**src/source/pdp8Pkg.sv**
```systemverilog
// shared types and constants for the 12-bit processor
// bit fields use [11:0] numbering, so bit 11 is the PDP-8 bit 0
// no IOT, interrupt or extended memory encodings are defined
package pdp8Pkg;

    typedef logic [11:0] pdp8Word;      // AC, PC, MA, MB and core data

    // memory reference and operate opcodes, instruction bits 11:9
    typedef enum logic [2:0] {
        opAnd = 3'd0,
        opTad = 3'd1,
        opIsz = 3'd2,
        opDca = 3'd3,
        opJms = 3'd4,
        opJmp = 3'd5,
        opIot = 3'd6,                   // runs as a plain fetch
        opOpr = 3'd7
    } opcodeT;

    typedef enum logic [2:0] {
        msHalt,                         // waiting on the console
        msFetch,
        msDefer,                        // reading the pointer word
        msExec,
        msDeposit,                      // console memory cycles
        msExamine
    } majorStateT;

    // one clock per time state, tsIdle only while halted
    typedef enum logic [2:0] {tsIdle, ts1, ts2, ts3, ts4} timeStateT;

    typedef enum logic [1:0] {
        cmdLoadAddr = 2'd0,
        cmdDeposit  = 2'd1,
        cmdExamine  = 2'd2,
        cmdStart    = 2'd3
    } consoleCmdT;

    // instruction word fields
    localparam int INDIRECT_BIT = 8;    // defer through the addressed word
    localparam int CURPAGE_BIT  = 7;    // 0 selects page zero
    localparam int OFFSET_BITS  = 7;    // word within the page

    // MA[11:3] of locations 0010 to 0017
    localparam logic [8:0] AUTO_INDEX_PAGE = 9'o001;

endpackage

```
**src/source/memrefUnit.sv**
```systemverilog
`timescale 1ns/1ns
// memory reference arithmetic, purely combinational
// effective address is only meaningful while MB holds the instruction (fetch)
// the page comes from MA, which still points at the instruction then
module memrefUnit import pdp8Pkg::*; (
    input  pdp8Word    i_mb,
    input  pdp8Word    i_ma,
    input  pdp8Word    i_ac,
    input  logic       i_link,
    input  pdp8Word    i_pc,
    input  majorStateT i_state,
    input  opcodeT     i_opcode,
    input  logic       i_defer,
    output pdp8Word    o_effAddr,
    output pdp8Word    o_tadAc,
    output logic       o_tadLink,
    output pdp8Word    o_andAc,
    output pdp8Word    o_writeBack,
    output logic       o_iszZero
);

    logic [11-OFFSET_BITS:0] pageBits;
    pdp8Word                 mbPlusOne;
    logic                    autoIndex;

    // page zero or current page
    assign pageBits  = i_mb[CURPAGE_BIT] ? i_ma[11:OFFSET_BITS] : '0;
    assign o_effAddr = {pageBits, i_mb[OFFSET_BITS-1:0]};

    // 13-bit add, carry out toggles the link
    assign {o_tadLink, o_tadAc} = {i_link, i_ac} + {1'b0, i_mb};
    assign o_andAc = i_ac & i_mb;

    assign mbPlusOne = i_mb + 12'd1;
    assign o_iszZero = (mbPlusOne == 12'o0000);    // ISZ wrapped, skip next

    // pointer in 0010..0017 read during a defer cycle
    assign autoIndex = i_defer && (i_state == msDefer)
                    && (i_ma[11:3] == AUTO_INDEX_PAGE);

    // word restored to core in ts3
    always_comb begin
        o_writeBack = i_mb;                         // plain restore
        if (autoIndex)
            o_writeBack = mbPlusOne;
        else if (i_state == msExec) begin
            case (i_opcode)
                opIsz:   o_writeBack = mbPlusOne;
                opDca:   o_writeBack = i_ac;
                opJms:   o_writeBack = i_pc;        // return address
                default: o_writeBack = i_mb;
            endcase
        end
    end

endmodule

```
**config.mk**
```make
export PLATFORM = sky130hd
export DESIGN_NAME = memrefUnit
export DESIGN_NICKNAME = d
export VERILOG_FILES = /design/src/source/pdp8Pkg.sv /design/src/source/memrefUnit.sv
export SDC_FILE = /design/constraint.sdc
export NUM_CORES = 1
export LEC_CHECK = 0
export BUFFER_PORTS_ARGS = -buffer_cell sky130_fd_sc_hd__buf_2
export CAP_MARGIN = 10
export CORE_MARGIN = 2
export CORE_UTILIZATION = 40
export DETAILED_ROUTE_END_ITERATION = 10
export PLACE_DENSITY = 0.9
export SLEW_MARGIN = 20
export SYNTH_ARGS = -nofsm -noshare
export SYNTH_HDL_FRONTEND = slang
export SYNTH_SLANG_ARGS = --single-unit
```
**constraint.sdc**
```tcl
create_clock -name vclk -period 3.2
set_input_delay 0.16 -clock vclk [all_inputs]
set_output_delay 0.16 -clock vclk [all_outputs]
set_load 0.05 [all_outputs]
```
Yosys cells after proc, flatten, opt, wreduce, memory -nomap -nowiden
Index checks and enable logic that the tools add are counted.
{ "totals": {"reg_bits": 0, "input_bits": 56, "output_inout_bits": 50, "elab_cells": 16} }
{ "classes": {"n_addsub": 2, "n_eq_ne": 6, "mux": 4, "n_bitwise": 1, "reduce_logical": 3} }
{ "ops": {"columns": ["operator", "n"], "rows": [
  ["$pmux W12 S3", 1],
  ["$mux W12", 2],
  ["$add A13 B12 Y13", 1],
  ["$add A12 B1 Y12 const B", 1],
  ["$and A12 B12 Y12", 1],
  ["$eq A3 B2 Y1 const B", 4],
  ["$logic_not A12 Y1", 1],
  ["$eq A9 B1 Y1 const B", 1],
  ["$mux W5", 1],
  ["$eq A3 B3 Y1 const B", 1],
  ["$logic_and A1 B1 Y1", 2]
]} }

Longest topological paths before layout
Gate-level depths: netlist (run 1).
{ "depth": {"word_depth": 4, "depth_mapped": 7, "mapped_depth_nobuf": 7} }

Worst setup path after synthesis (run 1)
OpenSTA, ideal clock, no wires.
{ "synth_path": {"kind": "input port to output port", "start": "input port i_mb[0]", "end": "output port o_tadAc[8]", "t_arrival_ps": 2793, "t_required_ps": 3040, "setup_slack_ps": 247, "stages": 7, "n_path_buf": 0, "path_cell_list": "ha_1 fa_1 a211o_1 a21o_1 a2111oi_0 nor3_1 xor2_1"} }
{ "synth_between": {"elab_chain_len": 1} }
{ "synth_rtl": {"columns": ["item", "line_no", "text"], "rows": [
  ["start: declaration", "memrefUnit.sv:6", "input pdp8Word i_mb,"],
  ["$add A13 B12 Y13", "memrefUnit.sv:31", "assign {o_tadLink, o_tadAc} = {i_link, i_ac} + {1'b0, i_mb};"],
  ["end: declaration", "memrefUnit.sv:15", "output pdp8Word o_tadAc,"]
]} }
Every way passes these cells.

Worst setup path after layout (run 1)
Same ends and word-level chain as after synthesis.

==> flow_metrics.tcl, run 1 <==
set metrics [dict create \
    status "finished clean" \
    vias 1857 \
    post_cts_buffers 0 \
    place_congestion 0.872 \
    num_rows 21 \
    slowest_delay_ns 0.43 \
    io_buffers 103 \
    vias_per_cell 5.68 \
    grt_pass1_wl_um 7250 \
    antenna_found_initial 0 \
    crit_slowest_cell "fa_1" \
    drv_cap 0 \
    utilization_pct 56.2 \
    seq_cell_count 0 \
    synthDistinctLibCells 48 \
    dieWidth_um 62.2 \
    cts_hold_buffers 0 \
    synthToLayoutAreaGrowth_pct 36.2 \
    criticalPathCategory "in -> out" \
    dr.pass1.iters 4 \
    setup_viol 0 \
    n_antenna_cell 0 \
    instances_no_fill 327 \
    netlist_area_um2 1360 \
    crit_path_end "o_tadAc[8]" \
    grt_pass1_vias 1632 \
    grt_overflow 0 \
    drt_iter0_drc 117 \
    synth_common_cells "nor2_1, ha_1, o21ai_0" \
    startpoint "i_mb[0]" \
    fin_tns_setup_ns 0 \
    drive_gt1_share_pct 39.5 \
    cp-start-kind "input pin" \
    slew_headroom_pct 59.4 \
    fp.coreArea_um2 3280 \
    fp.dieH_um 62.2 \
    yosysSeqAreaShare_pct 0 \
    peakVddDrop_uv 178 \
    crit_family "compound AO/OA/AOI/OAI gates" \
    hold_ws_ns 0.661 \
    final.min_clock_period_ns 2.64 \
    tightestPinTransition_ns 0.609 \
    synth_top_area_cell "ha_1" \
    cpMostUsedCell "buf_2" \
    power_density_nw_per_um2 259 \
    synth_most_common_cell "nor2_1" \
    fin_nets 354 \
    critPathMaxFanout 9 \
    nClkBuffers 0 \
    syn_inst 192 \
    syn_nets 263 \
    slew_viol_final 0 \
    synth.area.top_cells "ha_1, a22oi_1, o21ai_0" \
    cp.required_ns 3.04 \
    leakage_nw 0.934 \
    critPathCaptureType "output pin" \
    grt_max_degree 18 \
    grt_use_total_pct 21.5 \
    path_depth 9 \
    crit_buf_inv 2 \
    io_pins 106 \
    hpwl_um 3720 \
    synth_top_area_share_pct 12.9 \
    period_share_pct 82.5 \
    ys_warn_count 0 \
    start_util_pct 41.3 \
    ant_nets 0 \
    routed_wl_um 4540 \
    cp_cell_sequence "buf_2 -> ha_1 -> fa_1 -> a211o_1 -> a21o_1 -> a2111oi_0 -> nor3_1 -> xor2_1 -> buf_2" \
    synth_area_per_cell_um2 7.06 \
    hold_path.class "in -> out" \
    seq_area_um2 0 \
    wire_per_inst_um 13.9 \
    hold_viol 0 \
    crit_arrival_ns 2.48 \
    dp.cells 327 \
    drc 0 \
    die_area_um2 3870 \
    cts_resized 0 \
    rsz0062_at_grt "false" \
    max_freq_ghz 0.379 \
]
## logic make-up after synthesis
group | share of synthesized area, %
AND/OR/NAND/NOR | 30.4
adder cells (fa/ha/maj) | 14.4
buffers and inverters | 6.64
XOR/XNOR | 8.39
multiplexers | 2.31
AO/OA/AOI/OAI | 37.9
## area by class of cell
class                           count  area (µm²)
Timing Repair Buffer              104         523
Fill cell                         325        1440
Multi-Input combinational cell    177        1270
Tap cell                           46        57.6
## layout by cell type, fill, tap and decap left out, drive strengths merged, types with 7 or more instances in the layout
cell,Yosys,final
nor2,15,15
o21ai,14,14
a21oi,10,10
nand3,8,8
and2,7,7
buf,8,104
xnor2,8,8
nand2,12,12
ha,14,14
a21o,9,9
nor3,7,7
a22oi,12,12
## metal layers
metal / global-route usage [%] / wire length [µm] / up-vias
li1: - / - / 927
met1: 28.2 / 1980 / 847
met2: 40.4 / 2290 / 83
met3: 1.09 / 267 / 0
met4: 1.67 / 0 / 0
met5: 0 / 0 / -
## worst min path at each step
stage / endpoint / depth (start not counted) / slack [ns] / from
final: o_tadLink / 3 / 0.66 / i_link
after CTS: o_tadLink / 3 / 0.66 / i_link
after global placement: o_tadLink / 3 / 0.66 / i_link
after floorplan: o_effAddr[0] / 1 / 0.49 / i_mb[0]
after global routing: o_tadLink / 3 / 0.68 / i_link
after detailed placement: o_tadLink / 3 / 0.66 / i_link
## per-stage QoR
step | worst slack [ns] | instance area, µm² | total power, mW
floorplan | 0.247 | 1360 | 0.362
global placement | 0.588 | 1850 | 0.471
detailed placement | 0.577 | 1850 | 0.475
CTS | 0.564 | 1850 | 0.477
global route | 0.426 | 1850 | 0.506
finish | 0.561 | 1850 | 0.478
## power by group
part,total (mW),switching [mW],internal (mW)
sequential,0,0,0
clock,0,0,0
combinational,0.478,0.341,0.137
No activity file was read; power rests on OpenSTA's default activity.
==> inputs of run 2 (changes only) <==
==> constraint.sdc (replaced) <==
create_clock -name vclk -period 2.5
set_input_delay 0.125 -clock vclk [all_inputs]
set_output_delay 0.125 -clock vclk [all_outputs]
set_load 0.05 [all_outputs]
==> flow_metrics.tcl, run 2 (synthesis results as in run 1) <==
set metrics [dict create \
    status "finished clean" \
    cp.required_ns 2.38 \
    drt_iter0_drc 115 \
    nClkBuffers 0 \
    peakVddDrop_uv 217 \
    drv_cap 0 \
    hold_path.class "in -> out" \
    post_cts_buffers 0 \
    layout_common_cells "buf_2, nor2_1, o21ai_0, ha_1" \
    power_mw 0.628 \
    critPathMaxFanout 3 \
    slew_headroom_pct 73.8 \
    die_area_um2 3870 \
    rsz0062_at_grt "false" \
    grt_overflow 0 \
    wire_per_inst_um 14.2 \
    io_pins 106 \
    place_ws_ns 0.0374 \
    cts_hold_buffers 0 \
    io_buffers 103 \
    dieWidth_um 62.2 \
    tightestPinTransition_ns 0.390 \
    period_share_pct 95.4 \
    fp.dieH_um 62.2 \
    hold_ws_ns 0.599 \
    ant_nets 0 \
    num_rows 21 \
    fin_tns_setup_ns 0 \
    criticalPathCategory "in -> out" \
    multi_input_area_um2 1290 \
    drc 0 \
    grt_use_total_pct 22.4 \
    antenna_found_initial 0 \
    power_density_nw_per_um2 329 \
    worstHoldEndpoint "o_tadLink" \
    layout_commonest_cell "buf_2" \
    min_from "i_link" \
    setup_viol 0 \
    grt_pass1_wl_um 7490 \
    critPathCaptureType "output pin" \
    hpwl_um 3900 \
    synthToLayoutAreaGrowth_pct 40.5 \
    drive_gt1_share_pct 41.4 \
    fin_nets 358 \
    hold_depth 3 \
    grt_max_degree 17 \
    cp-start-kind "input pin" \
    hold_viol 0 \
    seq_area_um2 0 \
    setup_ws_ns 0.114 \
    slew_viol_final 0 \
    vias_per_cell 5.80 \
    cts_resized 0 \
    vias 1919 \
    seq_cell_count 0 \
    fp.coreArea_um2 3280 \
    final.min_clock_period_ns 2.39 \
    n_antenna_cell 0 \
    routed_wl_um 4700 \
    place_congestion 0.851 \
    fill_cells 321 \
    grt_pass1_vias 1712 \
    max_freq_ghz 0.419 \
    crit_arrival_ns 2.26 \
    dr.pass1.iters 5 \
    start_util_pct 41.3 \
    leakage_nw 0.957 \
]
run 2: power breakdown:
part           switching (mW)  internal, mW
clock network               0             0
registers                   0             0
logic                   0.443         0.185
run 2: how the worst max path moves through the flow:
stage,start,to,cells after the start
6_report,i_mb[0],o_tadAc[10],9
5_1_grt,i_mb[0],o_tadAc[10],9
4_1_cts,i_mb[0],o_tadAc[8],9
3_5_place_dp,i_mb[0],o_tadAc[8],9
3_3_place_gp,i_mb[0],o_tadAc[8],9
2_1_floorplan,i_mb[0],o_iszZero,6
run 2: final cells by class:
type	instances	share of cell area (%)
multi-input cells	177	67.8
repair buffers	108	29.2
well taps	46	3.02
run 2: critical path, stage by stage:
cell      delay, ns
buf_2          0.13
ha_4           0.16
fa_1           0.42
a211o_1        0.35
a211oi_1       0.28
o21ai_0        0.16
a21oi_1        0.21
xnor2_1        0.14
buf_2          0.28
run 2: layer usage:
metal  up-vias  GRT usage, %  share of wire (%)
met1       860          28.7                 40
li1        929             -                  -
met5         -             0                  0
met3        16          1.81                9.3
met4         0          3.06                1.7
met2       114          41.7                 49
run 2: per-stage QoR:
stage / area [µm²] / cells / util [%]
2_1_floorplan: 1380 / 192 / -
3_3_place_gp: 1900 / 331 / 57.8
3_5_place_dp: 1900 / 331 / 57.8
4_1_cts: 1900 / 331 / 57.8
5_1_grt: 1910 / 331 / 58.0
6_report: 1910 / 331 / 58.0
