### src/source/pdp8Pkg.sv
// shared types and constants for the 12-bit processor
// bit fields use [11:0] numbering, so bit 11 is the PDP-8 bit 0
// no IOT, interrupt or extended memory encodings are defined
package pdp8Pkg;

    typedef logic [11:0] pdp8Word;      // AC, PC, MA, MB and core data

    // memory reference and operate opcodes, instruction bits 11:9
    typedef enum logic [2:0] {
        opAnd = 3'd0,
        opTad = 3'd1,
        opIsz = 3'd2,
        opDca = 3'd3,
        opJms = 3'd4,
        opJmp = 3'd5,
        opIot = 3'd6,                   // runs as a plain fetch
        opOpr = 3'd7
    } opcodeT;

    typedef enum logic [2:0] {
        msHalt,                         // waiting on the console
        msFetch,
        msDefer,                        // reading the pointer word
        msExec,
        msDeposit,                      // console memory cycles
        msExamine
    } majorStateT;

    // one clock per time state, tsIdle only while halted
    typedef enum logic [2:0] {tsIdle, ts1, ts2, ts3, ts4} timeStateT;

    typedef enum logic [1:0] {
        cmdLoadAddr = 2'd0,
        cmdDeposit  = 2'd1,
        cmdExamine  = 2'd2,
        cmdStart    = 2'd3
    } consoleCmdT;

    // instruction word fields
    localparam int INDIRECT_BIT = 8;    // defer through the addressed word
    localparam int CURPAGE_BIT  = 7;    // 0 selects page zero
    localparam int OFFSET_BITS  = 7;    // word within the page

    // MA[11:3] of locations 0010 to 0017
    localparam logic [8:0] AUTO_INDEX_PAGE = 9'o001;

endpackage

### src/source/operateUnit.sv
`timescale 1ns/1ns
// group 1 and group 2 operate logic, purely combinational
// does not check the opcode, bit 8 alone picks the group
// OSR and the group 3 (EAE) bits are ignored
module operateUnit import pdp8Pkg::*; (
    input  pdp8Word i_instr,
    input  pdp8Word i_ac,
    input  logic    i_link,
    output pdp8Word o_ac,
    output logic    o_link,
    output logic    o_skip,
    output logic    o_halt
);

    logic        group2;
    logic [12:0] g1Raw;         // {link, ac} after clear, complement, increment
    logic [12:0] g1Rot;         // after the rotate field
    logic        skipAny;
    pdp8Word     g2Ac;

    assign group2 = i_instr[8];

    ////////////////////////////////////////
    // group 1

    // CLA/CLL first, then CMA/CML, IAC last with carry into link
    assign g1Raw = {(i_instr[6] ? 1'b0 : i_link) ^ i_instr[4],
                    (i_instr[7] ? 12'o0000 : i_ac) ^ {12{i_instr[5]}}}
                   + {12'd0, i_instr[0]};

    // rotates work on the 13-bit link:ac pair
    always_comb begin
        case (i_instr[3:1])
            3'b010:  g1Rot = {g1Raw[11:0], g1Raw[12]};         // RAL
            3'b011:  g1Rot = {g1Raw[10:0], g1Raw[12:11]};      // RTL
            3'b100:  g1Rot = {g1Raw[0], g1Raw[12:1]};          // RAR
            3'b101:  g1Rot = {g1Raw[1:0], g1Raw[12:2]};        // RTR
            default: g1Rot = g1Raw;                            // no rotate
        endcase
    end

    ////////////////////////////////////////
    // group 2

    // OR of the selected conditions, tested on AC before CLA
    assign skipAny = (i_instr[6] & i_ac[11])           // SMA
                   | (i_instr[5] & (i_ac == 12'o0000)) // SZA
                   | (i_instr[4] & i_link);            // SNL

    assign g2Ac = i_instr[7] ? 12'o0000 : i_ac;        // CLA after the test

    assign o_ac   = group2 ? g2Ac : g1Rot[11:0];
    assign o_link = group2 ? i_link : g1Rot[12];
    assign o_skip = group2 & (skipAny ^ i_instr[3]);   // bit 3 reverses the sense
    assign o_halt = group2 & i_instr[1];               // HLT

endmodule

### config.mk
export PLATFORM = sky130hd
export DESIGN_NAME = operateUnit
export DESIGN_NICKNAME = d
export VERILOG_FILES = /design/src/source/pdp8Pkg.sv /design/src/source/operateUnit.sv
export SDC_FILE = /design/constraint.sdc
export NUM_CORES = 1
export LEC_CHECK = 0
export BUFFER_PORTS_ARGS = -buffer_cell sky130_fd_sc_hd__clkbuf_2
export CORE_MARGIN = 4
export CORE_UTILIZATION = 35
export DETAILED_ROUTE_END_ITERATION = 8
export PLACE_DENSITY_LB_ADDON = 0.05
export SETUP_SLACK_MARGIN = 0.2
export SYNTH_ARGS = -nofsm -noshare
export SYNTH_HDL_FRONTEND = slang
export SYNTH_SLANG_ARGS = --single-unit
### constraint.sdc
create_clock -name vclk -period 5.3
set_input_delay 0 -clock vclk [all_inputs]
set_output_delay 0 -clock vclk [all_outputs]
set_load 0.01 [all_outputs]
; ---- Yosys cells after proc, flatten, opt, wreduce, memory -nomap -nowiden
; Index checks and enable logic that the tools add are counted.
[word_totals]
ram_bits = 0
rom_bits = 0
register_bits = 0
memories = 0
latch_bits = 0
output_inout_bits = 15
input_bits = 25
[op_classes]
mux = 5
shifts = 0
magnitude_cmp = 0
addsub = 1
n_div = 0
eq_ne = 4
mul = 0
n_bitwise = 10
n_reduce_logical = 1
[ops]
columns = operator, n
row1 = case mux 13 bit (4 select lines), 1
row2 = two-way mux 12 bit, 2
row3 = adder 13 x 1 -> 13 bit, 1
row4 = logical NOT 12 bit, 1
row5 = XOR 12 bit, 1
row6 = "equality test 3 x 2 -> 1 bit, second input constant", 2
row7 = "equality test 3 bit, second input constant", 2
row8 = AND 1 bit, 5
row9 = two-way mux 1 bit, 2
row10 = bitwise OR 1 bit, 2
row11 = XOR 1 bit, 2

; ---- Longest topological paths before layout
; Gate-level depths: netlist of the first run.
[depth]
word_depth = 6
depth_mapped = 14

; ---- Worst setup path after synthesis of the first run
; Ideal clock, no wire load.
[synth_timing]
path_kind = input-to-output
startpoint = input i_instr[7]
endpoint = output o_ac[10]
path_slack_ns = 2.668
path_buffers = 3
arrival_time_ns = 2.632
path_stages = 14
required_time_ns = 5.300
cell_sequence = buf_2 > buf_2 > nand2b_1 > xnor2_1 > ha_1 > ha_1 > buf_2 > and2_1 > a22oi_2 > nor3_2 > xnor2_1 > a221oi_1 > o211a_1 > a211oi_1
[synth_between]
elab_chain_len = 5
[synth_lines]
columns = item, line_no
row1 = "start, declared", operateUnit.sv:6  ; input pdp8Word i_instr,
row2 = two-way mux 12 bit *, "operateUnit.sv:28, operateUnit.sv:50"
row3 = XOR 12 bit, operateUnit.sv:28  ; (i_instr[7] ? 12'o0000 : i_ac) ^ {12{i_instr[5]}}}
row4 = adder 13 x 1 -> 13 bit, operateUnit.sv:29  ; + {12'd0, i_instr[0]};
row5 = case mux 13 bit (4 select lines), operateUnit.sv:33  ; case (i_instr[3:1])
row6 = two-way mux 12 bit *, operateUnit.sv:52  ; assign o_ac = group2 ? g2Ac : g1Rot[11:0];
row7 = "end, declared", operateUnit.sv:9  ; output pdp8Word o_ac,
; Every way passes the cells marked *; elsewhere a longest branch is shown, timed or not.

; ---- Worst setup path in the final report of the first run
[layout_timing]
startpoint = input i_instr[7]
endpoint = output o_ac[9]
; The elaborated chain is that of the path after synthesis.

==> metrics.md, run 1 <==
| Metric | Value |
|---|---|
| Distinct cells, synth | `66` |
| Worst slack, placed | `2.060 ns` |
| Sequential cells | `0` |
| RSZ-0062 raised after global routing | `no` |
| Total Neg Setup Slack | `0 ns` |
| Power Total | `~0.18 mW` |
| Drt wl/cell | `between 15 and 20 µm` |
| Fin crit period | `roughly 3.2 ns` |
| Gpl congestion | `around 0.79` |
| Chip height | `~75 µm` |
| Initial antenna violation count | `0` |
| Register area | `0 µm²` |
| CP delay by family, top | `compound AO/OA/AOI/OAI gates` |
| Vias in the first global route | `1606` |
| Total grt overflow | `0` |
| Critical Path Source Type | `input pin` |
| N_diodes | `0` |
| Most frequent cells in the layout | `clkbuf_2, nor2_1, nand2_1` |
| DRC | `0` |
| Top cell type's share of synthesized area | `9.913%` |
| Synth area leaders | `xnor2_1, nor2_1, nand2_1` |
| Crit path required time | `between 5 and 6 ns` |
| Initial drt markers | `about 220` |
| Post-synthesis sequential area ratio | `0%` |
| Initial Util | `between 30 and 40%` |
| Pins Over Slew Limit | `0` |
| Final setup margin | `~2.1 ns` |
| VDD IR-drop max | `about 0.000038 V` |
| Pwr/cell area | `a little over 100 nW/µm²` |
| Initial DRT Pass Iterations | `4` |
| Total GRT Usage | `~18%` |
| Period utilisation layout | `roughly three fifths` |
| Die W | `75.41 µm` |
| Detailed placement HPWL | `between 3000 and 4000 µm` |
| Post_cts resized | `0` |
| Largest net degree at the start of global routing | `33` |
| Input/output buffers | `37` |
| Cells after synthesis | `between 200 and 250` |
| Worst relative slew slack | `about half` |
| Via count | `1837` |
| Final setup fails | `0` |
| Syn_nets | `265` |
| Post-layout net count | `roughly 290` |
| Crit-path max cell delay | `about 0.44 ns` |
| Kind of critical path | `in -> out` |
| Worst Path Buf+Inv | `2` |
| Via/cell ratio | `approximately 5.9` |
| Pleak | `around 0.65 nW` |
| Syn Std Cell Area | `between 1500 and 2000 µm²` |
| First-pass GRT wire length | `8466 µm` |
| FMAX | `~0.31 GHz` |
| FP Rows | `24` |
| Largest fanout on the critical path | `25` |
| # IOs | `40` |
| Worst Max-Slew Pin Slew | `about 0.76 ns` |
| Outcome | `complete, no violations` |
| Critical Path, Cell by Cell | `clkbuf_2 -> nand2b_1 -> xnor2_1 -> ha_1 -> ha_1 -> and2_1 -> a22oi_2 -> a2111oi_4 -> xnor2_1 -> o21ai_0 -> a2bb2oi_1 -> a221oi_2 -> clkbuf_2` |
| Dominant cell type by area after synthesis | `xnor2_1` |
| Clock buf count | `0` |
| Routed Antenna Nets | `0` |
| Max cap viols | `0` |
| Synthesized area per cell | `approximately 6.7 µm²` |
| Post-Route WL | `between 5000 and 6000 µm` |
| Layout cells sized above 1 | `20.93%` |
| YS warnings | `0` |
| CP Capture Type | `primary output` |
| P&R area growth vs syn | `9.992%` |
| Core footprint | `around 4400 µm²` |
| WP data arrival | `about 3.3 ns` |
| Worst hold path type | `in -> out` |
| Final Hold Viols | `0` |
| Core Util, Final | `~40%` |
| Post-CTS Setup Inserts | `0` |
| Filler instances | `between 400 and 500` |
| Multi-input gate area | `around 1500 µm²` |
| CP max stage cell | `a2111oi_4` |
| Die area | `between 5000 and 6000 µm²` |
| Post-CTS Hold Buffers | `0` |
| Most common cell after layout, fill and taps aside | `clkbuf_2` |
kinds of logic (layout without fill, tap and decap cells):
| family | Yosys count | count (layout) | share of synthesized area, % |
|---|---|---|---|
| AOI/OAI and AO/OA | 88 | 88 | 42.80 |
| adders and majority gates | 2 | 2 | 1.573 |
| xor gates and xnor gates | 21 | 21 | 12.75 |
| muxes | 5 | 5 | 3.226 |
| and+or+nand+nor | 97 | 97 | 31.79 |
| buffers and inverters | 25 | 45 | 7.867 |
per-stage QoR:
stage	hold slack (ns)	cell area, µm²	cells
2_1_floorplan	0.1226	1590	238
3_3_place_gp	0.3830	1749	310
3_5_place_dp	0.3691	1749	310
4_1_cts	0.3694	1749	310
5_1_grt	0.4067	1749	310
6_report	0.3564	1749	310
worst paths after layout:
path,slack (ns),endpoint,cells past startpoint,from
setup / recovery,2.05,o_ac[9],13,i_instr[7]
hold / removal,0.36,o_link,4,i_link
routing by layer:
layer | up-vias | GRT usage [%] | routed length [µm]
li1 | 952 | - | -
met1 | 851 | 29.11 | 2621
met2 | 32 | 29.15 | 2332
met3 | 2 | 0.3958 | 180
met4 | 0 | 0.7767 | 23
met5 | - | 0 | 0
power by group:
part	switching (mW)	internal [mW]
Sequential	0	0
Clock	0	0
Combinational	0.111	0.0705
Yosys cell counts, types with 3 or more instances:
| library cell | instances |
|---|---|
| nand2b_1 | 7 |
| mux2i_1 | 4 |
| a221oi_1 | 3 |
| nand3_1 | 6 |
| and2_1 | 3 |
| o21ai_0 | 10 |
| a2bb2oi_1 | 4 |
| a211oi_1 | 3 |
| a21oi_1 | 12 |
| clkbuf_1 | 7 |
| nor2_1 | 26 |
| a31oi_1 | 6 |
| buf_2 | 7 |
| o2111ai_1 | 3 |
| a32oi_1 | 4 |
| a22oi_1 | 3 |
| o21ai_1 | 4 |
| inv_1 | 6 |
| xnor2_1 | 18 |
| o21bai_1 | 4 |
| nor3_1 | 4 |
| nor4_1 | 4 |
| nor2b_1 | 11 |
| o211ai_1 | 3 |
| nand2_1 | 22 |
| and3_1 | 4 |
layout make-up:
type | instances | share of cell area, %
inverter | 7 | 1.502
timing repair buffer | 38 | 11.02
tap | 52 | 3.720
multi-input combinational | 213 | 83.76
Power figures use the tool's default switching activity.
==> inputs of run 2 (changes only) <==
clock period = 2.6 ns   (was 5.3 ns; I/O delays follow)
==> metrics.md, run 2 (synthesis gave the netlist of run 1 again) <==
| Metric | Value |
|---|---|
| Register area | `0 µm² (unchanged)` |
| Largest fanout on the critical path | `5 (-80%)` |
| Dpl cells | `326 (+5.2%)` |
| Pwr/cell area | `211.9 nW/µm² (+100%)` |
| Final Hold Viols | `0 (unchanged)` |
| # IOs | `40 (unchanged)` |
| Most frequent cells in the layout | `clkbuf_2, nor2_1, buf_4` |
| Sequential cells | `0 (unchanged)` |
| FP Rows | `24 (unchanged)` |
| Input/output buffers | `37 (unchanged)` |
| DRC | `0 (unchanged)` |
| FMAX | `between 0.4 and 0.5 GHz` |
| Layout cells sized above 1 | `33.69% (+13 points)` |
| P&R area growth vs syn | `32.02%` |
| Cell count of the worst hold path | `4 (unchanged)` |
| RSZ-0062 raised after global routing | `yes` |
| Worst relative slew slack | `50.74% (+1.4 points)` |
| Largest net degree at the start of global routing | `32 (-3.0%)` |
| Critical Path Source Type | `input pin` |
| Final setup fails | `0 (unchanged)` |
| Final setup margin | `0.2293 ns (-1.822 ns)` |
| N_diodes | `0 (unchanged)` |
| Die W | `75.41 µm (unchanged)` |
| Kind of critical path | `in -> out` |
| Final hold slack | `0.3691 ns (+0.01263 ns)` |
| Routed Antenna Nets | `0 (unchanged)` |
| Core Util, Final | `47.89% (+8.0 points)` |
| CP Capture Type | `primary output` |
| Chip height | `75.41 µm (unchanged)` |
| Final cell count without fillers | `334 (+7.7%)` |
| Period utilisation layout | `approximately nine tenths` |
| Fin crit period | `between 2 and 2.5 ns` |
| Initial antenna violation count | `0 (unchanged)` |
| Pleak | `0.8367 nW (+29%)` |
| Hold EP | `o_link` |
| Vias in the first global route | `1750 (+9.0%)` |
| Post-CTS Hold Buffers | `0 (unchanged)` |
| VDD IR-drop max | `0.00009011 V (+140%)` |
| Gpl congestion | `0.7943 (about the same)` |
| Hold wc startpoint | `i_link` |
| Die area | `5686 µm² (unchanged)` |
| Most common cell after layout, fill and taps aside | `clkbuf_2` |
| Total grt overflow | `0 (unchanged)` |
| Critical Path, Cell by Cell | `buf_6 -> nand2b_4 -> xnor2_2 -> ha_2 -> ha_4 -> and2_4 -> a22oi_2 -> a2111oi_4 -> xnor2_2 -> buf_4 -> nand3_1 -> o2111ai_1 -> and3_1 -> clkbuf_2` |
| Total Neg Setup Slack | `0 ns (unchanged)` |
| Initial Util | `36.27% (unchanged)` |
| Clock buf count | `0 (unchanged)` |
| Worst hold path type | `in -> out` |
| Via count | `1938 (+5.5%)` |
| Initial DRT Pass Iterations | `4 (unchanged)` |
| CP max stage cell | `a2111oi_4` |
| Post-Route WL | `5582 µm (+8.2%)` |
| Total GRT Usage | `19.44% (+0.99 points)` |
| CP dominant cell by count | `xnor2_2` |
| Crit path required time | `2.60 ns (-2.70 ns)` |
| Core footprint | `4384 µm² (unchanged)` |
| Detailed placement HPWL | `4174 µm (+7.1%)` |
| Max cap viols | `0 (unchanged)` |
| Worst Max-Slew Pin Slew | `0.7389 ns (-0.02095 ns)` |
| Drt wl/cell | `16.71 µm (+0.44%)` |
| Outcome | `complete, no violations` |
| Pins Over Slew Limit | `0 (unchanged)` |
| Crit-path max cell delay | `0.48 ns (+0.04 ns)` |
| First-pass GRT wire length | `8949 µm (+5.7%)` |
| Via/cell ratio | `5.802 (-2.1%)` |
| Initial drt markers | `235 (+4.9%)` |
| WP data arrival | `2.37 ns (-0.88 ns)` |
| Worst slack, placed | `0.08829 ns (-1.972 ns)` |
| Post-layout net count | `311 (+8.4%)` |
==> run 2: cell count changes in the layout (fill, tap and decap cells not counted), moves of 2 or more <==
cell,previous run,this run
ha_1,2,0
xnor2_1,18,13
buf_2,0,3
buf_4,1,23
nand2b_4,0,2
xnor2_2,0,5
nand2b_1,7,5
buf_6,0,2
clkbuf_2,37,33
==> run 2: per-layer routing <==
metal  vias to the layer above  share of wire (%)  GRT usage, %
li1                        989                  -             -
met1                       896                 48         30.27
met2                        53                 48         30.20
met3                         0                4.4        0.3958
met4                         0                  0         2.913
met5                         -                  0             0
==> run 2: how the worst max path moves through the flow <==
stage,startpoint,endpoint,cells after the start
after floorplan,i_instr[7],o_ac[9],14
after global placement,i_instr[7],o_ac[2],13
after detailed placement,i_instr[7],o_ac[2],13
after CTS,i_instr[7],o_ac[2],13
after global routing,i_instr[7],o_ac[9],13
final,i_instr[7],o_ac[8],14
==> run 2: power breakdown <==
part | leakage [nW] | switching (mW) | internal, mW
registers | 0 | 0 | 0
clock network | 0 | 0 | 0
logic | 0.837 | 0.251 | 0.194
total | 0.837 | 0.251 | 0.194
==> run 2: stage by stage <==
step	total power, mW	instance area [µm²]
after global routing	0.4879	2100
final	0.4450	2100
after CTS	0.4166	1951
after global placement	0.4064	1916
after detailed placement	0.4044	1916
after floorplan	0.2771	1635
==> run 2: worst max-delay path: cells and delay by family <==
| family | cells | cell delay [ns] |
|---|---|---|
| AOI/OAI and AO/OA | 3 | 0.72 |
| and+or+nand+nor | 4 | 0.52 |
| adders and majority gates | 2 | 0.39 |
| buffers and inverters | 3 | 0.36 |
| xor gates and xnor gates | 2 | 0.36 |
==> run 2: layout make-up <==
class	instances	area (µm²)
fillers	467	2285
multi-input cells	213	1613
repair buffers	62	395.4
well taps	52	65.06
inverters	7	26.28
==> run 2: timing repair <==
action                                  4_1_cts  5_1_grt
endpoints found under the hold margin         0        0
endpoints found under the setup margin        7       11
pin swaps                                     4       15
gates resized for setup                       6       18
buffers inserted                              0        8
