### config.mk
export PLATFORM = sky130hd
export DESIGN_NAME = cycleSequencer
export DESIGN_NICKNAME = d
export VERILOG_FILES = /design/src/source/pdp8Pkg.sv /design/src/source/cycleSequencer.sv
export SDC_FILE = /design/constraint.sdc
export NUM_CORES = 1
export LEC_CHECK = 0
export ABC_AREA = 1
export BUFFER_PORTS_ARGS = -buffer_cell sky130_fd_sc_hd__buf_2
export CAP_MARGIN = 40
export CELL_PAD_IN_SITES_DETAIL_PLACEMENT = 0
export CELL_PAD_IN_SITES_GLOBAL_PLACEMENT = 1
export CORE_MARGIN = 2
export CORE_UTILIZATION = 38
export DETAILED_ROUTE_END_ITERATION = 6
export PLACE_DENSITY_LB_ADDON = 0.05
export SYNTH_ARGS = -nofsm -noshare
export SYNTH_HDL_FRONTEND = slang
export SYNTH_SLANG_ARGS = --single-unit
### constraint.sdc
create_clock -name CLOCK -period 4.3 [get_ports CLOCK]
set_input_delay 0.86 -clock CLOCK [delete_from_list [all_inputs] [get_ports CLOCK]]
set_output_delay 0.86 -clock CLOCK [all_outputs]
set_load 0.1 [all_outputs]
### src/source/pdp8Pkg.sv
// shared types and constants for the 12-bit processor
// bit fields use [11:0] numbering, so bit 11 is the PDP-8 bit 0
// no IOT, interrupt or extended memory encodings are defined
package pdp8Pkg;

    typedef logic [11:0] pdp8Word;      // AC, PC, MA, MB and core data

    // memory reference and operate opcodes, instruction bits 11:9
    typedef enum logic [2:0] {
        opAnd = 3'd0,
        opTad = 3'd1,
        opIsz = 3'd2,
        opDca = 3'd3,
        opJms = 3'd4,
        opJmp = 3'd5,
        opIot = 3'd6,                   // runs as a plain fetch
        opOpr = 3'd7
    } opcodeT;

    typedef enum logic [2:0] {
        msHalt,                         // waiting on the console
        msFetch,
        msDefer,                        // reading the pointer word
        msExec,
        msDeposit,                      // console memory cycles
        msExamine
    } majorStateT;

    // one clock per time state, tsIdle only while halted
    typedef enum logic [2:0] {tsIdle, ts1, ts2, ts3, ts4} timeStateT;

    typedef enum logic [1:0] {
        cmdLoadAddr = 2'd0,
        cmdDeposit  = 2'd1,
        cmdExamine  = 2'd2,
        cmdStart    = 2'd3
    } consoleCmdT;

    // instruction word fields
    localparam int INDIRECT_BIT = 8;    // defer through the addressed word
    localparam int CURPAGE_BIT  = 7;    // 0 selects page zero
    localparam int OFFSET_BITS  = 7;    // word within the page

    // MA[11:3] of locations 0010 to 0017
    localparam logic [8:0] AUTO_INDEX_PAGE = 9'o001;

endpackage

### src/source/cycleSequencer.sv
`timescale 1ns/1ns
// major-state and time-state sequencer with the programmer-visible registers
// AC, link, PC, MA, MB and IR have no reset, load an address before depositing
// console commands are only taken while halted, under a four-phase req/ack
module cycleSequencer import pdp8Pkg::*; (
    input  logic       CLOCK,
    input  logic       RESET,
    input  logic       i_cmdReq,
    input  consoleCmdT i_cmdOp,
    input  pdp8Word    i_cmdData,
    input  pdp8Word    i_memRData,
    input  pdp8Word    i_opAc,
    input  logic       i_opLink,
    input  logic       i_opSkip,
    input  logic       i_opHalt,
    input  pdp8Word    i_effAddr,
    input  pdp8Word    i_tadAc,
    input  logic       i_tadLink,
    input  pdp8Word    i_andAc,
    input  pdp8Word    i_writeBack,
    input  logic       i_iszZero,
    output logic       o_cmdAck,
    output logic       o_run,
    output pdp8Word    o_ac,
    output logic       o_link,
    output pdp8Word    o_pc,
    output pdp8Word    o_mb,
    output pdp8Word    o_ma,
    output pdp8Word    o_ir,
    output majorStateT o_state,
    output pdp8Word    o_memAddr,
    output logic       o_memWrite,
    output pdp8Word    o_memWData
);

    majorStateT majorState, nextState, nextSel;
    timeStateT  timeState;
    logic       cmdActive;              // command running, ack when idle again
    logic       cmdAck;
    logic       cmdAccept;
    pdp8Word    ac, pc, ma, mb, ir;
    logic       link;
    opcodeT     opcode;
    pdp8Word    acNext, pcNext, maNext, target;
    logic       linkNext;

    assign opcode    = opcodeT'(ir[11:9]);
    assign cmdAccept = (majorState == msHalt) && (timeState == tsIdle)
                    && !cmdActive && !cmdAck && i_cmdReq;

    // major state after this cycle, latched in ts3
    always_comb begin
        case (majorState)
            msFetch: begin
                if (opcode == opOpr)
                    nextSel = i_opHalt ? msHalt : msFetch;
                else if (opcode == opIot)
                    nextSel = msFetch;
                else if (ir[INDIRECT_BIT])
                    nextSel = msDefer;
                else
                    nextSel = (opcode == opJmp) ? msFetch : msExec;
            end
            msDefer: nextSel = (opcode == opJmp) ? msFetch : msExec;
            msExec:  nextSel = msFetch;
            default: nextSel = msHalt;          // console cycles stop here
        endcase
    end

    // ts4 register updates, merged by opcode from both units
    always_comb begin
        acNext   = ac;
        linkNext = link;
        pcNext   = pc;
        target   = ma;                          // address of a defer or exec cycle
        case (majorState)
            msFetch: begin
                pcNext = pc + 12'd1;
                target = i_effAddr;
                if (opcode == opOpr) begin
                    acNext   = i_opAc;
                    linkNext = i_opLink;
                    if (i_opSkip)
                        pcNext = pc + 12'd2;
                end else if (opcode == opJmp && !ir[INDIRECT_BIT]) begin
                    pcNext = i_effAddr;         // direct JMP ends in fetch
                end
            end
            msDefer: begin
                target = i_writeBack;           // pointer, already bumped if auto-index
                if (opcode == opJmp)
                    pcNext = i_writeBack;
            end
            msExec: begin
                case (opcode)
                    opAnd: acNext = i_andAc;
                    opTad: begin
                        acNext   = i_tadAc;
                        linkNext = i_tadLink;
                    end
                    opIsz: begin
                        if (i_iszZero)
                            pcNext = pc + 12'd1;
                    end
                    opDca: acNext = 12'o0000;
                    opJms: pcNext = ma + 12'd1; // continue after the stored return
                    default: acNext = ac;
                endcase
            end
            default: pcNext = pc;
        endcase
    end

    assign maNext = (nextState == msDefer || nextState == msExec) ? target : pcNext;

    ////////////////////////////////////////
    // control state

    always_ff @(posedge CLOCK) begin
        if (RESET) begin
            majorState <= msHalt;
            nextState  <= msHalt;
            timeState  <= tsIdle;
            cmdActive  <= 1'b0;
            cmdAck     <= 1'b0;
        end else begin
            if (cmdAck && !i_cmdReq)
                cmdAck <= 1'b0;                 // host has released the request
            case (timeState)
                tsIdle: begin
                    if (cmdActive) begin
                        cmdAck    <= 1'b1;
                        cmdActive <= 1'b0;
                    end else if (cmdAccept) begin
                        cmdActive <= 1'b1;
                        if (i_cmdOp != cmdLoadAddr)
                            timeState <= ts1;   // load address needs no memory cycle
                        case (i_cmdOp)
                            cmdDeposit: majorState <= msDeposit;
                            cmdExamine: majorState <= msExamine;
                            cmdStart:   majorState <= msFetch;
                            default:    majorState <= msHalt;
                        endcase
                    end
                end
                ts1: timeState <= ts2;          // MA on the memory address
                ts2: timeState <= ts3;          // read data into MB
                ts3: begin
                    nextState <= nextSel;
                    timeState <= ts4;
                end
                ts4: begin
                    majorState <= nextState;
                    timeState  <= (nextState == msHalt) ? tsIdle : ts1;
                end
                default: timeState <= tsIdle;
            endcase
        end
    end

    ////////////////////////////////////////
    // datapath registers

    always_ff @(posedge CLOCK) begin
        if (cmdAccept) begin
            case (i_cmdOp)
                cmdLoadAddr: begin
                    pc <= i_cmdData;
                    ma <= i_cmdData;
                end
                cmdDeposit, cmdExamine: begin
                    ma <= pc;
                    pc <= pc + 12'd1;           // console steps through core
                end
                default: begin                  // start runs from PC with AC, L clear
                    ac   <= 12'o0000;
                    link <= 1'b0;
                    ma   <= pc;
                end
            endcase
        end
        if (timeState == ts2) begin
            mb <= (majorState == msDeposit) ? i_cmdData : i_memRData;
            if (majorState == msFetch)
                ir <= i_memRData;               // opcode and defer bit kept for the instruction
        end
        if (timeState == ts4) begin
            ac   <= acNext;
            link <= linkNext;
            pc   <= pcNext;
            ma   <= maNext;
        end
    end

    assign o_memAddr  = ma;
    assign o_memWrite = (timeState == ts3);     // every cycle restores its word
    assign o_memWData = i_writeBack;

    assign o_cmdAck = cmdAck;
    assign o_run    = (majorState == msFetch) || (majorState == msDefer)
                   || (majorState == msExec);
    assign o_ac     = ac;
    assign o_link   = link;
    assign o_pc     = pc;
    assign o_mb     = mb;
    assign o_ma     = ma;
    assign o_ir     = ir;
    assign o_state  = majorState;

endmodule

# == Word level (Yosys, flattened, before mapping) ==
# Cells that the tools add are included.
# totals
register_bits,72
latchBits,0
ram_bits,0
rom_bits,0
out_inout_bits,91
memories,0
# classes
add_sub_neg,3
mul,0
div,0
order_cmp,0
n_eq_ne,29
shift,0
mux,48
n_bitwise,0
reduce_logical,31
# op_table
op,n
12-bit 2-to-1 mux,16
12-bit one-hot mux with 2 select lines,4
12-bit one-hot mux with 3 select lines,2
12-bit by 1-bit adder with 12-bit output (second input constant),2
3-bit by 2-bit equality test with 1-bit output (second input constant),8
3-bit equality test (second input constant),6
3-bit one-hot mux with 3 select lines,2
3-bit 2-to-1 mux,5
3-bit one-hot mux with 5 select lines,1
12-bit by 2-bit adder with 12-bit output (second input constant),1
3-bit logical NOT,4
1-bit 2-to-1 mux,12
5-bit AND reduction,2
3-bit by 1-bit equality test with 1-bit output (second input constant),3
2-bit 2-to-1 mux,4
1-bit logical AND,6
3-bit by 2-bit != test with 1-bit output (second input constant),2
3-bit one-hot mux with 2 select lines,1
2-bit AND reduction,3
3-bit AND reduction,2
2-bit nonzero test,3
5-bit by 2-bit != test with 1-bit output (second input constant),1
2-bit equality test (second input constant),2
1-bit logical NOT,4
other kinds (11),15

# == Depth between registers and ports, before layout ==
# Gate-level depths: netlist of the first run.
# depth
depth_word,8
mapped_depth,15
mapped_depth_nobuf,15

# == Worst setup path after synthesis of the first run ==
# Ideal clock, no wire load.
# synth_timing
path_type,reg-to-reg
from,register majorState[1] (netlist: o_state[1])
to,register ma[11] (netlist: o_ma[11]) (data pin)
t_arrival_ns,2.962
required_time_ns,4.043
setup_slack_ns,1.081
stages_incl_launch_ff,9
period_less_slack_ns,3.219
cell_sequence,dfxtp_1 nor2_1 nor2_2 o21ai_2 or2_1 a21oi_1 nand3_1 nand3_1 nand2_1
# synth_via
elab_chain_len,4
word_cells_on_any_way,7
cone_classes,eq/ne: 3; mux: 4
# synth_rtl
item,line_no,text
start: declaration,cycleSequencer.sv:36,"majorStateT majorState, nextState, nextSel;"
start signal: assignment,cycleSequencer.sv:121,majorState <= msHalt;
start signal: assignment,cycleSequencer.sv:139,cmdDeposit: majorState <= msDeposit;
start signal: assignment,cycleSequencer.sv:140,cmdExamine: majorState <= msExamine;
3-bit by 2-bit equality test with 1-bit output or 3-bit by 1-bit equality test with 1-bit output (tied branches),cycleSequencer.sv:76,case (majorState)
12-bit one-hot mux with 3 select lines or 12-bit one-hot mux with 2 select lines (tied branches),cycleSequencer.sv:76,
12-bit 2-to-1 mux *,cycleSequencer.sv:114,assign maNext = (nextState == msDefer || nextState == msExec) ? target : pcNext;
12-bit 2-to-1 mux *,cycleSequencer.sv:187,if (timeState == ts4) begin
end signal: assignment,cycleSequencer.sv:172,ma <= pc;
end signal: assignment,cycleSequencer.sv:178,ma <= pc;
end signal: assignment,cycleSequencer.sv:191,ma <= maNext;
end: declaration,cycleSequencer.sv:41,"pdp8Word ac, pc, ma, mb, ir;"
# Every way passes the cells marked *; elsewhere a longest branch is shown, timed or not.
# A chain may end at the register's enable or synchronous reset.

# == Final worst setup path of the first run ==
# layout_timing
from,input i_cmdOp[0]
to,register pc[3] (netlist: o_pc[3]) (enable)
# layout_via
elab_chain_len,4
word_cells_on_any_way,6
cone_classes,eq/ne: 2; reduce/logical: 4
# layout_rtl
item,line_no,text
start: declaration,cycleSequencer.sv:9,"input consoleCmdT i_cmdOp,"
2-bit by 1-bit equality test with 1-bit output or 2-bit equality test (tied branches),cycleSequencer.sv:166,case (i_cmdOp)
2-bit OR reduction,--,
3-bit nonzero test (no source line) *,--,
2-bit AND reduction (no source line) *,--,
end signal: assignment,cycleSequencer.sv:168,pc <= i_cmdData;
end signal: assignment,cycleSequencer.sv:173,pc <= pc + 12'd1;
end signal: assignment,cycleSequencer.sv:190,pc <= pcNext;
end: declaration,cycleSequencer.sv:41,
# Marks and branches as above.

==> impl_metrics.py, run 1 <==
metrics = {
    "sta": {
        "final_min_period_over_clock_period": 0.626,
        "fin_skew_ns": 0.00722,
        "max_slew_margin": 0.523,
        "setup_viol_count_final": 0,
        "clock.fmax_ghz": 0.372,
        "period_minus_slack_ns": 2.69,
        "rsz0062_at_grt": "false",
        "timing_max_transition_violations_final": 0,
        "setup-tns-final_ns": 0,
        "hold_viol_final": 0,
        "worstMarginPinSlew_ns": 0.715,
    },
    "die": {
        "dieArea_mm2": 0.0155,
        "placementRows": 44,
        "ioPinCount": 185,
        "die_width_um": 125,
        "die_y_um": 125,
        "start_util": 0.384,
        "core_area_mm2": 0.0144,
    },
    "grt": {
        "grt_max_degree": 47,
        "grt_usage": 0.276,
        "grt_pass1_wl_um": 32900,
        "overflow": 0,
        "first_global_vias": 5776,
        "antenna_found_initial": 0,
    },
    "critical_path": {
        "worst-path-max-fanout": 14,
        "worstReg2RegEnd": "o_pc[10]",
        "r2r-start": "o_pc[0]",
        "required_ns": 4.33,
        "crit_arrival_ns": 2.72,
        "r2r_cells": 12,
        "cp-start-kind": "input port",
        "crit_type": "input port to flip-flop",
        "endpoint_kind": "flip-flop",
        "r2r_setup_slack_ns": 1.69,
    },
    "detailed_routing": {
        "vias": 6210,
        "drt_iter0_markers": 544,
        "wl_per_cell_um": 19.1,
        "wirelength_um": 21800,
        "drt_drc_violations_left": 0,
        "drt-pass1-iter-count": 6,
        "routed_via_density": 5.46,
        "ant_nets": 0,
    },
    "synth": {
        "synthesis.area_mm2": 0.00552,
        "yosysWarningCount": 0,
        "async_reset_ff_frac": 0,
        "synth_seq_cells": 71,
        "synth_flop_cell": "edfxtp_1",
        "synthesis.nets": 899,
        "synth_cell_type_count": 40,
        "avgSynthCellArea_um2": 6.91,
        "seq_area_frac_synth": 0.368,
        "synth-edff-count": 61,
        "synthCells": 799,
    },
    "hold_path": {
        "hold_path_depth": 2,
        "worstHoldPathType": "flip-flop to flip-flop",
        "holdPathEnd": "o_cmdAck",
        "min_from": "o_cmdAck",
    },
    "final_layout": {
        "regArea_mm2": 0.00203,
        "fin_util": 0.469,
        "num_antenna_cells": 0,
        "multi_input_area_mm2": 0.00285,
        "drive_above_1_share": 0.248,
        "final_area_mm2": 0.00674,
        "nNetsFinal": 1049,
        "areaGrowthSynthToFinish_pct": 22.0,
        "nFillCells": 1483,
    },
    "power_and_ir_drop": {
        "leakagePower_uw": 0.00318,
        "p_per_area_mw_per_mm2": 672,
        "total_power_uw": 4530,
        "peakVddDrop_mv": 0.351,
    },
    "placement": {
        "placed_area_mm2": 0.00643,
        "portBuffers": 184,
        "gp_congestion": 0.949,
        "dp_hpwl_um": 16800,
    },
    "clocking": {
        "clkLatencyLatePin_ns": 0.35,
        "cts_buffers": 9,
        "cts.clk_slew.worst_paths_ns": 0.06,
        "cts.path.max_buffers": 2,
        "htree_levels": 3,
        "cts_sinks": 71,
        "cts_tree": "built",
        "clockRootBuffer": "clkbuf_16",
        "post_cts_buffers": 0,
        "ctsHoldBuffers": 0,
        "ctsResizeCount": 0,
    },
    "flow_run": {
        "maxCapViolCount": 0,
    },
    "status": {
        "status": "complete, no violations",
    },
}
[per-stage QoR]
stage,hold WS [ns],setup slack [ns],instances
2_1_floorplan,0.449,1.08,799
3_3_place_gp,0.458,1.22,1118
3_5_place_dp,0.473,1.28,1122
4_1_cts,0.482,1.64,1138
5_1_grt,0.506,1.50,1138
6_report,0.484,1.61,1138
[final cells by class]
cell class,count,share of cell area
clock inverters,3,0.00297
multi-input cells,589,0.422
well taps,184,0.0341
flip-flops and latches,71,0.301
repair buffers,193,0.148
clock buffers,13,0.0434
inverters,85,0.0473
[worst max-delay path by stage]
stage | from | end | slack (ns) | depth (start not counted)
after global routing | o_state[1] | o_ma[0] | 1.50 | 10
after CTS | i_cmdOp[0] | o_pc[3] | 1.64 | 6
after floorplan | o_state[1] | o_ma[11] | 1.08 | 8
after detailed placement | i_cmdOp[0] | o_pc[6] | 1.28 | 6
after global placement | i_cmdOp[0] | o_pc[7] | 1.22 | 6
final | i_cmdOp[0] | o_pc[3] | 1.61 | 6
[cell usage in the layout (no fill, tap or decap), drive strengths merged, types with 10 or more instances in the layout]
| cell | netlist | final |
|---|---|---|
| o21ai | 95 | 95 |
| buf | 39 | 193 |
| nand3 | 72 | 72 |
| a31oi | 17 | 17 |
| dfxtp | 10 | 10 |
| a21oi | 32 | 32 |
| nand2 | 233 | 233 |
| inv | 85 | 87 |
| nor2 | 75 | 75 |
| nand4 | 12 | 12 |
| clkbuf | 15 | 13 |
| edfxtp | 61 | 61 |
[synth_stat cells (4+ instances only)]
cell,number,area (µm²)
a21oi_1,32,160
a31oi_1,17,106
buf_2,8,40.0
buf_4,28,210
clkbuf_1,15,56.3
dfxtp_1,10,200
edfxtp_1,61,1830
ha_1,6,75.1
inv_1,80,300
inv_2,5,18.8
mux2_2,8,90.1
nand2_1,231,867
nand3_1,71,355
nand4_1,12,75.1
nor2_1,65,244
nor2_2,7,43.8
nor3_1,4,20.0
o211ai_1,8,60.1
o21ai_0,86,430
o21ai_1,8,40.0
xor2_1,6,52.6
[layer usage]
| metal | part of all wire | track usage | up-vias |
|---|---|---|---|
| met2 | 0.45 | 0.444 | 330 |
| li1 | - | - | 2976 |
| met3 | 0.098 | 0.0584 | 31 |
| met4 | 0.016 | 0.0720 | 0 |
| met1 | 0.43 | 0.379 | 2873 |
| met5 | 0 | 0 | - |
[kinds of logic after synthesis]
logic type | count (synthesis) | share of synthesized area
AOI/OAI and AO/OA | 167 | 0.166
xor gates and xnor gates | 6 | 0.00951
and+or+nand+nor | 402 | 0.310
adders and majority gates | 6 | 0.0136
buffers and inverters | 139 | 0.117
muxes | 8 | 0.0163
DFF | 71 | 0.368
[registers in the layout, summed over array words and instances, names as in the netlist, 2 cells and up]
name,cells
o_ac,12
o_ir,12
o_ma,12
o_mb,12
o_pc,12
o_state,3
timeState,3
nextState,2
[power breakdown]
part / leakage [µW] / internal, µW / switching [µW]
combinational: 0.00238 / 450 / 2140
sequential: 0.000645 / 964 / 196
clock: 0.000157 / 479 / 306
[worst max-delay path, stage by stage]
cell and delay [ns]:
buf_2 0.09, inv_1 0.05, ha_1 0.71, inv_1 0.47, a31oi_1 0.24, buf_4 0.28
Power figures use the tool's default switching activity.
==> inputs of run 2 (changes only) <==
Settings changed: CORE_UTILIZATION 38 to 36.
Clock period 4.3 ns to 2.8 ns, I/O delays scaled along.
==> impl_metrics.py, run 2 (synthesis gave the netlist of run 1 again) <==
metrics = {
    "final_layout": {
        "layout_common_cells": "nand2_1 (230), buf_2 (184), o21ai_0 (86)",
        "regArea_mm2": 0.00204,
        "drive_above_1_share": 0.263,
        "nNetsFinal": 1062,
        "nFillCells": 1624,
        "final_area_mm2": 0.00683,
        "areaGrowthSynthToFinish_pct": 23.7,
        "multi_input_area_mm2": 0.00286,
        "num_antenna_cells": 0,
        "final_common_cell": "nand2_1",
    },
    "grt": {
        "first_global_vias": 5692,
        "grt_max_degree": 30,
        "overflow": 0,
        "grt_usage": 0.274,
        "antenna_found_initial": 0,
        "grt_pass1_wl_um": 33600,
    },
    "sta": {
        "hold_viol_final": 0,
        "max_slew_margin": 0.405,
        "setup-tns-final_ns": 0,
        "period_minus_slack_ns": 2.60,
        "final_min_period_over_clock_period": 0.929,
        "setup_viol_count_final": 0,
        "timing_max_transition_violations_final": 0,
        "rsz0062_at_grt": "false",
        "clock.fmax_ghz": 0.385,
        "worstMarginPinSlew_ns": 0.890,
        "fin_skew_ns": 0.00917,
    },
    "critical_path": {
        "crit_arrival_ns": 2.69,
        "worst-path-max-fanout": 13,
        "required_ns": 2.89,
        "endpoint_kind": "flip-flop",
        "cp-start-kind": "flip-flop",
        "crit_type": "flip-flop to flip-flop",
        "r2r-start": "o_ir[10]",
        "r2r_cells": 12,
        "worstReg2RegEnd": "o_ma[10]",
        "r2r_setup_slack_ns": 0.20,
    },
    "power_and_ir_drop": {
        "p_per_area_mw_per_mm2": 1020,
        "p_clk_frac": 0.167,
        "p_seq_frac": 0.249,
        "swShare": 0.582,
        "leakagePower_uw": 0.00323,
        "power_frac_comb": 0.584,
        "intPower_uw": 2910,
        "p_switching_uw": 4060,
        "peakVddDrop_mv": 0.459,
    },
    "detailed_routing": {
        "drt_iter0_markers": 484,
        "drt-pass1-iter-count": 5,
        "ant_nets": 0,
        "vias": 6271,
        "routed_via_density": 5.43,
        "wirelength_um": 22700,
        "drt_drc_violations_left": 0,
        "wl_per_cell_um": 19.6,
    },
    "placement": {
        "gp_congestion": 0.965,
        "portBuffers": 184,
        "dp_hpwl_um": 17500,
        "placed_area_mm2": 0.00654,
    },
    "clocking": {
        "clkLatencyLatePin_ns": 0.35,
        "ctsResizeCount": 0,
        "clockRootBuffer": "clkbuf_16",
        "post_cts_buffers": 0,
        "cts.path.max_buffers": 2,
        "cts.clk_slew.worst_paths_ns": 0.06,
        "cts_tree": "built",
        "htree_levels": 3,
        "cts_buffers": 9,
        "ctsHoldBuffers": 0,
        "cts_sinks": 71,
    },
    "die": {
        "die_y_um": 128,
        "placementRows": 45,
        "dieArea_mm2": 0.0164,
        "ioPinCount": 185,
        "core_area_mm2": 0.0151,
        "start_util": 0.366,
        "die_width_um": 128,
    },
    "flow_run": {
        "maxCapViolCount": 0,
    },
    "status": {
        "status": "complete, no violations",
    },
    "hold_path": {
        "holdPathEnd": "o_ir[4]",
        "worstHoldPathType": "input port to flip-flop",
        "min_from": "i_memRData[4]",
        "hold_path_depth": 1,
    },
}
run 2: cell types whose count changed in the layout (fill, tap and decap cells not counted), sizes merged:
cell and change:
buf +13, inv -1, clkbuf +1
run 2: worst max-delay path by stage:
stage                         from        to  slack (ns)  cells past startpoint
final                     o_ir[10]  o_ma[10]        0.20                     12
after global routing      o_ir[10]  o_ma[10]        0.08                     12
after CTS                 o_ir[10]  o_ma[10]        0.02                     12
after detailed placement  o_ir[10]  o_ma[10]        0.03                     12
after global placement    o_ir[10]  o_pc[10]        0.09                     12
after floorplan            o_pc[1]   o_ma[7]        0.19                     12
run 2: worst max-delay path, stage by stage (launching register included):
cell      delay [ns]
edfxtp_1        0.53
inv_1           0.17
nand3_4         0.18
inv_2           0.29
nand2_2         0.31
o21ai_0         0.23
inv_1           0.05
nand2_1         0.06
nand2_1         0.10
nor2_1          0.18
nand4_1         0.09
nand2_1         0.09
nand2_1         0.06
run 2: layer usage:
metal / share of wire / GRT usage / routed length, µm
met1: 0.45 / 0.397 / 10300
met4: 0.014 / 0.0640 / 316
met2: 0.44 / 0.416 / 9930
met3: 0.096 / 0.0639 / 2170
met5: 0 / 0 / 0
run 2: area by class of cell:
class / count / area share
Multi-Input combinational cell: 589 / 0.419
Sequential cell: 71 / 0.298
Timing Repair Buffer: 206 / 0.159
Inverter: 85 / 0.0467
Clock buffer: 14 / 0.0417
Tap cell: 188 / 0.0344
Clock inverter: 2 / 0.00165
run 2: stage by stage:
step	std cells	hold WS [ns]	power, µW	util	setup slack (ns)
after floorplan	799	0.449	4990	-	0.186
after global routing	1155	0.397	7300	0.453	0.0798
after global placement	1139	0.465	5810	0.433	0.0852
after detailed placement	1139	0.466	5800	0.433	0.0309
final	1155	0.407	6970	0.453	0.199
after CTS	1155	0.399	6960	0.453	0.0219
run 2: power groups by stage:
stage	clock network [µW]	logic, µW	registers (µW)
4_1_cts	1180	4050	1740
3_5_place_dp	0	4040	1750
6_report	1170	4070	1740
3_3_place_gp	0	4060	1740
5_1_grt	1230	4300	1770
2_1_floorplan	0	1890	3100
